File: src/arcade_cfg_pkg.sv
// Arcade board configuration constants
// Game-select byte values, hardware-select codes for the video/input
// hardware variants, host download indices and joystick bit positions.

package arcade_cfg_pkg;

	// ======================================================================
	// Game-select byte, as written by the host on download index 1
	// ======================================================================
	localparam logic [7:0] game_scramble = 8'd0;
	localparam logic [7:0] game_frogger  = 8'd2;
	localparam logic [7:0] game_scobra   = 8'd3;
	localparam logic [7:0] game_tazman   = 8'd4;
	localparam logic [7:0] game_calipso  = 8'd8;
	localparam logic [7:0] game_anteater = 8'd10;
	localparam logic [7:0] game_losttomb = 8'd11;
	localparam logic [7:0] game_stratgyx = 8'd14;
	localparam logic [7:0] game_turtles  = 8'd15;

	// Hardware-select codes seen by the game core
	localparam logic [7:0] hw_scramble = 8'd0;
	localparam logic [7:0] hw_frogger  = 8'd1;
	localparam logic [7:0] hw_scobra   = 8'd2;
	localparam logic [7:0] hw_calipso  = 8'd3;
	localparam logic [7:0] hw_stratgyx = 8'd5;
	localparam logic [7:0] hw_anteater = 8'd6;
	localparam logic [7:0] hw_losttomb = 8'd7;
	localparam logic [7:0] hw_turtles  = 8'd11;

	// ======================================================================
	// Download bus
	// ======================================================================
	localparam logic [7:0] dl_index_game = 8'd1;
	localparam logic [7:0] dl_index_dip  = 8'd254;
	localparam int dl_addr_width = 25;
	localparam int dl_data_width = 8;
	localparam int dip_count     = 8;

	// Joystick word and bit positions
	localparam int joy_width   = 32;
	localparam int joy_right   = 0;
	localparam int joy_left    = 1;
	localparam int joy_down    = 2;
	localparam int joy_up      = 3;
	localparam int joy_fire_a  = 4;
	localparam int joy_fire_b  = 5;
	localparam int joy_fire_c  = 6;
	localparam int joy_fire_d  = 7;
	// fire_e and start1 share a bit on the host side
	localparam int joy_fire_e  = 8;
	localparam int joy_start1  = 8;
	localparam int joy_start2  = 9;
	localparam int joy_coin    = 10;
	localparam int joy_pause   = 11;

endpackage

File: src/arcade_video_pkg.sv
// Arcade video constants
// Pixel layout and the pause screen-dim delay.

package arcade_video_pkg;

	// Bits per colour channel
	localparam int color_width = 8;

	// Pixel word is red, green, blue with red in the top byte
	localparam int pixel_width = 24;

	// Width of the paused-cycle counter
	localparam int dim_count_width = 32;

	// Paused cycles before the screen is dimmed
	localparam logic [dim_count_width-1:0] dim_delay_default = 32'd240_000_000;

endpackage

File: src/dl_if.sv
// Host download bus
// One byte write per cycle with wr high, no back-pressure.

interface dl_if;
	import arcade_cfg_pkg::*;

	logic                     wr;
	logic [7:0]               index;
	logic [dl_addr_width-1:0] addr;
	logic [dl_data_width-1:0] data;

	// Host side
	modport source
	(
		output wr, index, addr, data
	);

	// Capture side
	modport sink
	(
		input wr, index, addr, data
	);

endinterface

File: src/cfg_loader.sv
// Download capture
// Picks the game-select byte and the DIP-switch bytes out of the host
// download stream. Only DIP bytes 0 to 2 are used downstream.

module cfg_loader
(
	input  logic       clk_sys,
	input  logic       arst_n,
	dl_if.sink         dl,
	output logic [7:0] game_sel,
	output logic [7:0] dip_a,
	output logic [7:0] dip_b,
	output logic [7:0] dip_c
);
	import arcade_cfg_pkg::*;

	localparam int dip_sel_width = $clog2(dip_count);

	logic [dl_data_width-1:0] dip_q [dip_count];
	logic                     game_wr;
	logic                     dip_wr;
	logic [dip_sel_width-1:0] dip_sel;

	// Write decode
	assign game_wr = dl.wr && (dl.index == dl_index_game);
	assign dip_wr  = dl.wr && (dl.index == dl_index_dip) && (dl.addr < dip_count);
	assign dip_sel = dl.addr[dip_sel_width-1:0];

	always_ff @(posedge clk_sys or negedge arst_n)
	begin
		if (!arst_n)
		begin
			game_sel <= game_scramble;
			// DIPs open until the host sends its settings
			for (int i = 0; i < dip_count; i++)
				dip_q[i] <= '1;
		end
		else
		begin
			if (game_wr)
				game_sel <= dl.data;
			if (dip_wr)
				dip_q[dip_sel] <= dl.data;
		end
	end

	assign dip_a = dip_q[0];
	assign dip_b = dip_q[1];
	assign dip_c = dip_q[2];

endmodule

File: src/input_mapper.sv
// Input port encoder
// Merges both players, builds the four active-low input port bytes and
// the hardware-select code for the selected game, masks ports a to c
// with the DIP bytes and registers the result.

module input_mapper
(
	input  logic                                clk_sys,
	input  logic                                arst_n,
	input  logic [arcade_cfg_pkg::joy_width-1:0] joy1,
	input  logic [arcade_cfg_pkg::joy_width-1:0] joy2,
	input  logic                                fire_mode,
	input  logic [7:0]                          game_sel,
	input  logic [7:0]                          dip_a,
	input  logic [7:0]                          dip_b,
	input  logic [7:0]                          dip_c,
	output logic [7:0]                          port_a,
	output logic [7:0]                          port_b,
	output logic [7:0]                          port_c,
	output logic [7:0]                          port_d,
	output logic [7:0]                          hwsel,
	output logic                                pause_button
);
	import arcade_cfg_pkg::*;

	logic [joy_width-1:0] joy;
	logic m_up, m_down, m_left, m_right;
	logic m_fire_a, m_fire_b, m_fire_c, m_fire_d, m_fire_e;
	logic m_start1, m_start2, m_coin;

	logic [7:0] enc_a;
	logic [7:0] enc_b;
	logic [7:0] enc_c;
	logic [7:0] enc_hw;

	// ======================================================================
	// Player merge
	// ======================================================================
	assign joy = joy1 | joy2;

	assign m_right  = joy[joy_right];
	assign m_left   = joy[joy_left];
	assign m_down   = joy[joy_down];
	assign m_up     = joy[joy_up];
	assign m_fire_a = joy[joy_fire_a];
	assign m_fire_b = joy[joy_fire_b];
	assign m_fire_c = joy[joy_fire_c];
	assign m_fire_d = joy[joy_fire_d];
	assign m_fire_e = joy[joy_fire_e];
	assign m_start1 = joy[joy_start1];
	assign m_start2 = joy[joy_start2];
	assign m_coin   = joy[joy_coin];

	// Raw button, edge detection lives in the pause block
	assign pause_button = joy[joy_pause];

	// ======================================================================
	// Per-game layout
	// ======================================================================
	always_comb
	begin
		// Default layout, shared by most of the hardware variants
		enc_hw = hw_scramble;
		enc_a  = ~{m_coin, 1'b0, m_left, m_right, m_fire_a, 1'b0, m_fire_b, m_up};
		enc_b  = ~{m_start1, m_start2, m_left, m_right, m_fire_a, m_fire_b, 2'b00};
		enc_c  = ~{1'b0, m_down, 1'b0, m_up, 3'b000, m_down};

		case (game_sel)
			game_scramble:
				enc_hw = hw_scramble;
			game_frogger:
				enc_hw = hw_frogger;
			game_scobra:
				enc_hw = hw_scobra;
			game_turtles:
				enc_hw = hw_turtles;
			game_tazman:
			begin
				// Runs on scobra hardware
				enc_hw = hw_scobra;
				enc_a  = ~{m_coin, 1'b0, m_left, m_right, m_down, m_up, m_fire_a, m_fire_b};
				enc_b  = 8'hFF;
				enc_c  = ~{1'b0, m_start2, 5'b00000, m_start1};
			end
			game_calipso:
			begin
				enc_hw = hw_calipso;
				enc_a  = ~{m_coin, 1'b0, m_left, m_right, m_down, m_up, 1'b0,
					m_start2 | m_fire_a};
				enc_b  = ~{2'b00, m_left, m_right, m_down, m_up, 2'b00};
				enc_c  = ~{7'b0000000, m_fire_a | m_start1};
			end
			game_anteater:
			begin
				enc_hw = hw_anteater;
				enc_a  = ~{m_coin, 1'b0, m_left, m_right, m_down, m_up, 1'b0, m_fire_a};
				enc_b  = ~{1'b0, m_fire_a, m_left, m_right, m_up, m_down, 2'b00};
				enc_c  = ~{1'b0, m_start2, 5'b00000, m_start1};
			end
			game_losttomb:
			begin
				enc_hw = hw_losttomb;
				enc_a  = ~{m_coin, 1'b0, m_left, m_right, m_down, m_up, m_start1, m_start2};
				// Second stick either moves or fires in four directions
				if (fire_mode)
					enc_b = ~{1'b0, m_fire_e | m_fire_a, m_left, m_right, m_down, m_up,
						2'b00};
				else
					enc_b = ~{1'b0, m_fire_e, m_fire_d, m_fire_a, m_fire_b, m_fire_c,
						2'b00};
				enc_c  = 8'hFF;
			end
			game_stratgyx:
			begin
				enc_hw = hw_stratgyx;
				enc_c  = ~{m_fire_c, m_down, m_fire_c, m_up, 3'b000, m_down};
			end
			default:
				enc_hw = hw_scramble;
		endcase
	end

	// ======================================================================
	// Output register with DIP masking
	// ======================================================================
	always_ff @(posedge clk_sys or negedge arst_n)
	begin
		if (!arst_n)
		begin
			port_a <= 8'hFF;
			port_b <= 8'hFF;
			port_c <= 8'hFF;
			port_d <= 8'hFF;
			hwsel  <= hw_scramble;
		end
		else
		begin
			port_a <= enc_a & dip_a;
			port_b <= enc_b & dip_b;
			port_c <= enc_c & dip_c;
			// Port d has no DIP bank
			port_d <= 8'hFF;
			hwsel  <= enc_hw;
		end
	end

endmodule

File: src/pause_dimmer.sv
// Pause and screen dim
// A pause button press toggles the pause state. After dim_delay paused
// cycles every colour channel of the outgoing pixel is halved.

module pause_dimmer
#(
	parameter logic [arcade_video_pkg::dim_count_width-1:0] dim_delay =
		arcade_video_pkg::dim_delay_default
)
(
	input  logic                                    clk_sys,
	input  logic                                    arst_n,
	input  logic                                    pause_button,
	input  logic [arcade_video_pkg::pixel_width-1:0] pixel_in,
	output logic                                    paused,
	output logic [arcade_video_pkg::pixel_width-1:0] pixel_out
);
	import arcade_video_pkg::*;

	localparam int channels = pixel_width / color_width;

	logic                       button_q;
	logic [dim_count_width-1:0] dim_count;
	logic [pixel_width-1:0]     pixel_half;

	// Half intensity, each channel on its own
	always_comb
	begin
		for (int i = 0; i < channels; i++)
			pixel_half[i*color_width +: color_width] =
				pixel_in[i*color_width +: color_width] >> 1;
	end

	always_ff @(posedge clk_sys or negedge arst_n)
	begin
		if (!arst_n)
		begin
			button_q  <= 1'b0;
			paused    <= 1'b0;
			dim_count <= '0;
			pixel_out <= '0;
		end
		else
		begin
			button_q <= pause_button;
			if (pause_button && !button_q)
				paused <= ~paused;

			pixel_out <= pixel_in;
			if (paused)
			begin
				// Count up and hold once the delay is reached
				if (dim_count < dim_delay)
					dim_count <= dim_count + 1'b1;
				else
					pixel_out <= pixel_half;
			end
			else
				dim_count <= '0;
		end
	end

endmodule

File: src/scramble_ctrl_top.sv
// Scramble board control and display glue
// Download capture, input port encoding and pause with screen dim
// for the multi-game arcade board.

module scramble_ctrl_top
#(
	parameter logic [arcade_video_pkg::dim_count_width-1:0] dim_delay =
		arcade_video_pkg::dim_delay_default
)
(
	input  logic                                     clk_sys,
	input  logic                                     arst_n,
	// Host download stream
	input  logic                                     dl_wr,
	input  logic [7:0]                               dl_index,
	input  logic [arcade_cfg_pkg::dl_addr_width-1:0] dl_addr,
	input  logic [arcade_cfg_pkg::dl_data_width-1:0] dl_data,
	// Player controls
	input  logic [arcade_cfg_pkg::joy_width-1:0]     joy1,
	input  logic [arcade_cfg_pkg::joy_width-1:0]     joy2,
	input  logic                                     fire_mode,
	// Video
	input  logic [arcade_video_pkg::pixel_width-1:0] pixel_in,
	// Game core inputs
	output logic [7:0]                               port_a,
	output logic [7:0]                               port_b,
	output logic [7:0]                               port_c,
	output logic [7:0]                               port_d,
	output logic [7:0]                               hwsel,
	output logic                                     paused,
	output logic [arcade_video_pkg::pixel_width-1:0] pixel_out
);

	logic [7:0] game_sel;
	logic [7:0] dip_a;
	logic [7:0] dip_b;
	logic [7:0] dip_c;
	logic       pause_button;

	// ======================================================================
	// Download bus
	// ======================================================================
	dl_if dl0 ();

	assign dl0.wr    = dl_wr;
	assign dl0.index = dl_index;
	assign dl0.addr  = dl_addr;
	assign dl0.data  = dl_data;

	cfg_loader cfg_loader0
	(
		.clk_sys  (clk_sys),
		.arst_n   (arst_n),
		.dl       (dl0.sink),
		.game_sel (game_sel),
		.dip_a    (dip_a),
		.dip_b    (dip_b),
		.dip_c    (dip_c)
	);

	// ======================================================================
	// Inputs and display
	// ======================================================================
	input_mapper input_mapper0
	(
		.clk_sys      (clk_sys),
		.arst_n       (arst_n),
		.joy1         (joy1),
		.joy2         (joy2),
		.fire_mode    (fire_mode),
		.game_sel     (game_sel),
		.dip_a        (dip_a),
		.dip_b        (dip_b),
		.dip_c        (dip_c),
		.port_a       (port_a),
		.port_b       (port_b),
		.port_c       (port_c),
		.port_d       (port_d),
		.hwsel        (hwsel),
		.pause_button (pause_button)
	);

	pause_dimmer #(.dim_delay(dim_delay)) pause_dimmer0
	(
		.clk_sys      (clk_sys),
		.arst_n       (arst_n),
		.pause_button (pause_button),
		.pixel_in     (pixel_in),
		.paused       (paused),
		.pixel_out    (pixel_out)
	);

endmodule

File: config.mk
export PLATFORM = sky130hd
export DESIGN_NAME = scramble_ctrl_top
export DESIGN_NICKNAME = d
export VERILOG_FILES = /design/src/arcade_cfg_pkg.sv /design/src/arcade_video_pkg.sv /design/src/dl_if.sv /design/src/cfg_loader.sv /design/src/input_mapper.sv /design/src/pause_dimmer.sv /design/src/scramble_ctrl_top.sv
export SDC_FILE = /design/constraint.sdc
export NUM_CORES = 1
export LEC_CHECK = 0
export ABC_AREA = 0
export ABC_CLOCK_PERIOD_IN_PS = 4280
export BUFFER_PORTS_ARGS = -buffer_cell sky130_fd_sc_hd__buf_2
export CAP_MARGIN = 0
export CORE_ASPECT_RATIO = 0.8
export CORE_MARGIN = 2
export CORE_UTILIZATION = 54
export DETAILED_ROUTE_END_ITERATION = 16
export HOLD_SLACK_MARGIN = 0.06
export PLACE_DENSITY_LB_ADDON = 0.25
export RECOVER_POWER = 100
export SLEW_MARGIN = 20
export SYNTH_ARGS = -nofsm -noshare
export SYNTH_HDL_FRONTEND = slang
export SYNTH_SLANG_ARGS = --single-unit
File: constraint.sdc
create_clock -name clk_sys -period 4.28 [get_ports clk_sys]
set_clock_uncertainty 0.05 [all_clocks]
set_input_delay 0.856 -clock clk_sys [delete_from_list [all_inputs] [get_ports clk_sys]]
set_output_delay 0.856 -clock clk_sys [all_outputs]
set_load 0.005 [all_outputs]
Yosys cells after proc, flatten, opt, wreduce, memory -nomap -nowiden
Index checks and enable logic that the tools add are counted.
{"block": "totals", "reg_bits": 158, "input_bits": 133, "output_inout_bits": 65, "word_cells": 75}
{"block": "op_classes", "add_sub_neg": 1, "n_lt_le_gt_ge": 4, "n_eq_ne": 11, "muxes": 12, "bitwise_logic": 22, "reduce_logical": 8}
{"cell": "8-bit one-hot mux with 4 select lines", "n": 3}
{"cell": "64-bit bitwise mux", "n": 1}
{"cell": "32-bit two-way mux", "n": 2}
{"cell": "8-bit NOT", "n": 7}
{"cell": "24-bit two-way mux", "n": 2}
{"cell": "8-bit by 4-bit equality test with 1-bit output (second input constant)", "n": 5}
{"cell": "7-bit NOT with 8-bit output", "n": 5}
{"cell": "32-bit by 1-bit adder with 32-bit output (second input constant)", "n": 1}
{"cell": "32-bit by 28-bit < comparator with 1-bit output (second input constant)", "n": 1}
{"cell": "4-bit one-hot mux with 7 select lines", "n": 1}
{"cell": "25-bit by 4-bit < comparator with 1-bit output (second input constant)", "n": 1}
{"cell": "8-bit bitwise AND", "n": 3}
{"cell": "8-bit demux with 3-bit select", "n": 1}
{"cell": "8-bit by 2-bit equality test with 1-bit output (second input constant)", "n": 2}
{"cell": "8-bit two-way mux", "n": 2}
{"cell": "12-bit bitwise OR", "n": 1}
{"cell": "8-bit by 1-bit equality test with 1-bit output (second input constant)", "n": 1}
{"cell": "8-bit by 3-bit equality test with 1-bit output (second input constant)", "n": 1}
{"cell": "8-bit equality test (second input constant)", "n": 1}
{"cell": "1-bit NOT with 8-bit output", "n": 1}
{"cell": "6-bit NOT with 8-bit output", "n": 1}
{"cell": "1-bit logical AND", "n": 5}
{"cell": "4-bit greater-or-equal comparator (second input constant)", "n": 1}
{"cell": "4-bit by 1-bit < comparator with 1-bit output (second input constant)", "n": 1}
{"cell": "other kinds (6)", "n": 8}

Depth between registers and ports, before layout
{"block": "depth", "word_depth": 6, "ltp_mapped": 7, "depth_no_buf": 5}

Modules after synthesis
From an unflattened synthesis, not the netlist that was laid out.
{"block": "unflattened", "cells_unflattened": 475, "area_unflattened_um2": 5570.3}
{"module": "pause_dimmer", "n_inst": 1, "cells_each": 251, "area_each_um2": 2732.6, "seq_area_each_um2": 1451.4}
{"module": "input_mapper", "n_inst": 1, "cells_each": 142, "area_each_um2": 1455.1, "seq_area_each_um2": 730.7}
{"module": "cfg_loader", "n_inst": 1, "cells_each": 82, "area_each_um2": 1382.6, "seq_area_each_um2": 830.8}

Worst setup path after synthesis
Ideal clock, no wire load.
{"block": "synth_path", "kind": "input -> register", "startpoint": "input dl_addr[17] in the netlist's numbering", "endpoint": "register cfg_loader0.dip_q (netlist bit cfg_loader0.dip_b[0])", "setup_time_ps": 82, "arrival_time_ps": 2594, "required_time_ps": 4148, "slack_ps": 1554, "stages": 6, "n_path_buf": 1, "cell_sequence": "nor4_1 -> nand4_1 -> or4_1 -> buf_2 -> nor3b_4 -> mux2_2"}
{"block": "synth_between", "elab_chain_cells": 2}
{"element": "start: declaration", "line_no": "scramble_ctrl_top.sv:16", "rtl": "input logic [arcade_cfg_pkg::dl_addr_width-1:0] dl_addr,"}
{"element": "25-bit by 4-bit < comparator with 1-bit output", "line_no": "cfg_loader.sv:26", "rtl": "assign dip_wr = dl.wr && (dl.index == dl_index_dip) && (dl.addr < dip_count);"}
{"element": "1-bit logical AND", "line_no": "cfg_loader.sv:26"}
{"element": "end signal: indexed assignment", "line_no": "cfg_loader.sv:43", "rtl": "dip_q[dip_sel] <= dl.data;"}
{"element": "end: declaration", "line_no": "cfg_loader.sv:19", "rtl": "logic [dl_data_width-1:0] dip_q [dip_count];"}
No other way between the ends.
A chain may end at the register's enable or synchronous reset.

Worst setup path in the final report
{"block": "layout_path", "startpoint": "input dl_addr[9] in the netlist's numbering", "endpoint": "register cfg_loader0.dip_q (netlist bit cfg_loader0.dip_b[6])"}
The elaborated chain is that of the path after synthesis.

==> impl_metrics.env <==
export IMPL_status="finished, violations left"
export IMPL_violations="capacitance limit, slew limit"
export IMPL_drtAntennaViolNets=0
export IMPL_ios=198
export IMPL_crit_path_start="dl_addr[9]"
export IMPL_die_width_um=116
export IMPL_regArea_sq_um=3010
export IMPL_maxSlewHeadroom_pct=-36.0
export IMPL_grt_usage_pct=26.0
export IMPL_cp_start_kind="input pin"
export IMPL_nFillCells=746
export IMPL_synthToLayoutAreaGrowth_pct=23.4
export IMPL_gp_congestion=0.901
export IMPL_viasPerCell=5.70
export IMPL_cts_setup_buffers=0
export IMPL_layout_commonest_cell="buf_2"
export IMPL_worstSetupPathType="input pin to flip-flop"
export IMPL_synth_area_sq_um=5450
export IMPL_clock_sinks=118
export IMPL_async_reset_ff_share_pct=100
export IMPL_cp_num_buf_inv=1
export IMPL_syn_avg_cell_area_sq_um=11.6
export IMPL_layout_setup_ws_ps=1080
export IMPL_cts_root_buffer="clkbuf_16"
export IMPL_synth_compound_area_share_pct=10.9
export IMPL_crit_chain="buf_2 > nor4_1 > nand4_1 > or4_1 > nor3b_1 > mux2_2"
export IMPL_synth_area_leaders="dfrtp_1 32%, dfstp_2 23%, mux2_2 11%"
export IMPL_h_tree_depth=4
export IMPL_clk_pin_slew_ps=60
export IMPL_synth_fa_ha_area_share_pct=0.230
export IMPL_tightestPinTransition_ps=2040
export IMPL_tns_ps=0
export IMPL_postCtsHoldBufs=0
export IMPL_multiInputGateArea_sq_um=2210
export IMPL_clk_latency_ps=410
export IMPL_cap_viol_max_count=1
export IMPL_gr_total_overflow=0
export IMPL_hold_path_class="flip-flop to flip-flop"
export IMPL_place_ws_ps=1160
export IMPL_p_total_w=0.00282
export IMPL_synth_xor_area_share_pct=0.482
export IMPL_fin_crit_ps=3200
export IMPL_drv_slew=87
export IMPL_leakage_nw=2.89
export IMPL_drtPass1Iterations=5
export IMPL_synth_cells=471
export IMPL_p_per_area_nw_per_um2=420
export IMPL_nNetsFinal=752
export IMPL_end_kind="flip-flop"
export IMPL_hold_path_cell_count=0
export IMPL_die_h_um=93.8
export IMPL_cp_slowest_cell="nor3b_1"
export IMPL_synth_top_area_cell="dfrtp_1"
export IMPL_ys_ff_latch=118
export IMPL_synth_top_family_by_area="simple AND/OR/NAND/NOR gates"
export IMPL_cp_data_required_time_ps=4550
export IMPL_fin_crit_sh_pct=74.9
export IMPL_coreArea_sq_um=9730
export IMPL_cts_buffer_depth=2
export IMPL_peakVddDrop_mv=0.339
export IMPL_grt_max_degree=87
export IMPL_fp_row_count=32
export IMPL_antenna_found_initial=0
export IMPL_grt_pass1_wl_um=21800
export IMPL_yosysSeqAreaShare_pct=55.3
export IMPL_slowest_delay_ps=1100
export IMPL_io_buffers=145
export IMPL_route_detailed_drc=0
export IMPL_synth_cell_types=53
export IMPL_numCtsBuffers=17
export IMPL_rsz0062_at_grt="no"
export IMPL_drtIter0Drc=429
export IMPL_grt_pass1_vias=4357
export IMPL_initial_core_util_pct=56.0
export IMPL_drive_above_1_share_pct=39.0
export IMPL_hold_violations=0
export IMPL_cts_resized=0
export IMPL_hold_start="cfg_loader0.dip_c[2]"
export IMPL_dp_hpwl_um=9240
export IMPL_detail_route_wirelength_um=13500
export IMPL_synth_edf_count=0
export IMPL_rr_startpoint="pause_dimmer0.dim_count[24]"
export IMPL_reg2reg_depth=5
export IMPL_muxShareOfSynthArea_pct=12.2
export IMPL_ys_warnings_count=0
export IMPL_vias=4372
export IMPL_cts_tree="built"
export IMPL_antenna_cells=0
export IMPL_cp_max_fo=8
export IMPL_dominantRegCellSynth="dfrtp_1"
export IMPL_setup_viol=0
export IMPL_die_area_sq_um=10900
export IMPL_synth_simple_area_share_pct=16.6
export IMPL_wire_per_inst_um=17.6
export IMPL_final_cell_mix="113 x buf_2, 70 x dfrtp_1, 51 x mux2_2, 45 x dfstp_2, 38 x clkbuf_1"
export IMPL_cp_data_arrival_time_ps=3480
export IMPL_max_clock_freq_mhz=312
export IMPL_yosysTopAreaCellShare_pct=32.2
export IMPL_path_delay_family="simple AND/OR/NAND/NOR gates"
export IMPL_critical_path_depth=6
export IMPL_r2r_slack_ps=1370
[synth_stat cells, types with 2 or more instances]
cell type	number
dfrtp_1	70
mux2_2	53
dfstp_2	48
a21oi_1	33
nor2_1	27
nand2_1	18
or4_1	16
o21ai_0	15
o31ai_1	15
nand4_1	14
nor3_1	14
nand3_1	13
buf_4	12
clkbuf_1	11
and2_1	10
nor4_1	10
inv_1	9
buf_2	7
mux2i_1	7
nor2b_1	5
o21a_1	5
o311a_1	5
or3_1	5
a21boi_0	4
nand2b_1	4
nor3b_1	4
and3_1	3
a2111oi_0	2
a211o_1	2
buf_6	2
conb_1	2
nor3b_4	2
nor4_2	2
or2_2	2
xnor2_1	2
[per-layer routing]
layer  up-vias  part of all wire [%]  global-route usage, %  wire [um]
met4         0                   1.3                   7.74        176
met3        19                   9.1                   7.94       1220
met5         -                     0                      0          0
li1       2022                     -                      -          -
met2       213                    47                   41.4       6290
met1      2118                    43                   34.5       5780
[worst reg2reg max path: cells and delay by family (launching register included)]
family	cells	cell delay (ps)
muxes	1	430
AOI/OAI and AO/OA	2	630
DFF	1	420
and+or+nand+nor	2	1260
[sequential cells by signal, indices dropped and copies added, names as in the netlist]
register,cells
pause_dimmer0.button_q,1
pause_dimmer0.pixel_out,24
cfg_loader0.dip_b,8
cfg_loader0.dip_a,8
cfg_loader0.dip_c,8
input_mapper0.hwsel,4
pause_dimmer0.dim_count,32
input_mapper0.port_a,8
pause_dimmer0.paused,1
input_mapper0.port_b,8
input_mapper0.port_c,8
cfg_loader0.game_sel,8
[final cells by class]
type | instances | share of cell area [%]
Inverter | 9 | 0.503
Timing Repair Buffer | 150 | 10.6
Multi-Input combinational cell | 322 | 32.9
Sequential cell | 118 | 44.8
Clock inverter | 8 | 1.45
Clock buffer | 24 | 7.18
Tap cell | 136 | 2.53
[cells by family (layout without fill, tap and decap cells)]
family | count (synthesis) | count (layout)
adders and majority gates | 1 | 1
DFF | 118 | 118
and+or+nand+nor | 155 | 155
buffers and inverters | 41 | 191
other | 2 | 12
AOI/OAI and AO/OA | 91 | 91
muxes | 60 | 60
xor gates and xnor gates | 3 | 3
[metrics by stage]
| stage | instances | hold WS [ps] | util (%) | area [sq um] |
|---|---|---|---|---|
| 2_1_floorplan | 481 | 302 | - | 5480 |
| 3_3_place_gp | 735 | 303 | 64.0 | 6230 |
| 3_5_place_dp | 735 | 306 | 64.0 | 6230 |
| 4_1_cts | 767 | 312 | 70.0 | 6810 |
| 5_1_grt | 767 | 312 | 69.1 | 6720 |
| 6_report | 767 | 312 | 69.1 | 6720 |
[final timing paths]
kind | to
min in group asynchronous | input_mapper0.hwsel[0]
worst min register to register | input_mapper0.port_c[2]
worst max-delay path | cfg_loader0.dip_b[6]
worst max register to register | pause_dimmer0.pixel_out[11]
max in group asynchronous | cfg_loader0.game_sel[7]
worst min-delay path | input_mapper0.port_c[2]
[power by group]
part           internal (W)  switching, W
clock              0.000903      0.000482
combinational     0.0000909      0.000150
sequential          0.00115     0.0000443
total               0.00215      0.000676
No activity file was read; power rests on OpenSTA's default activity.
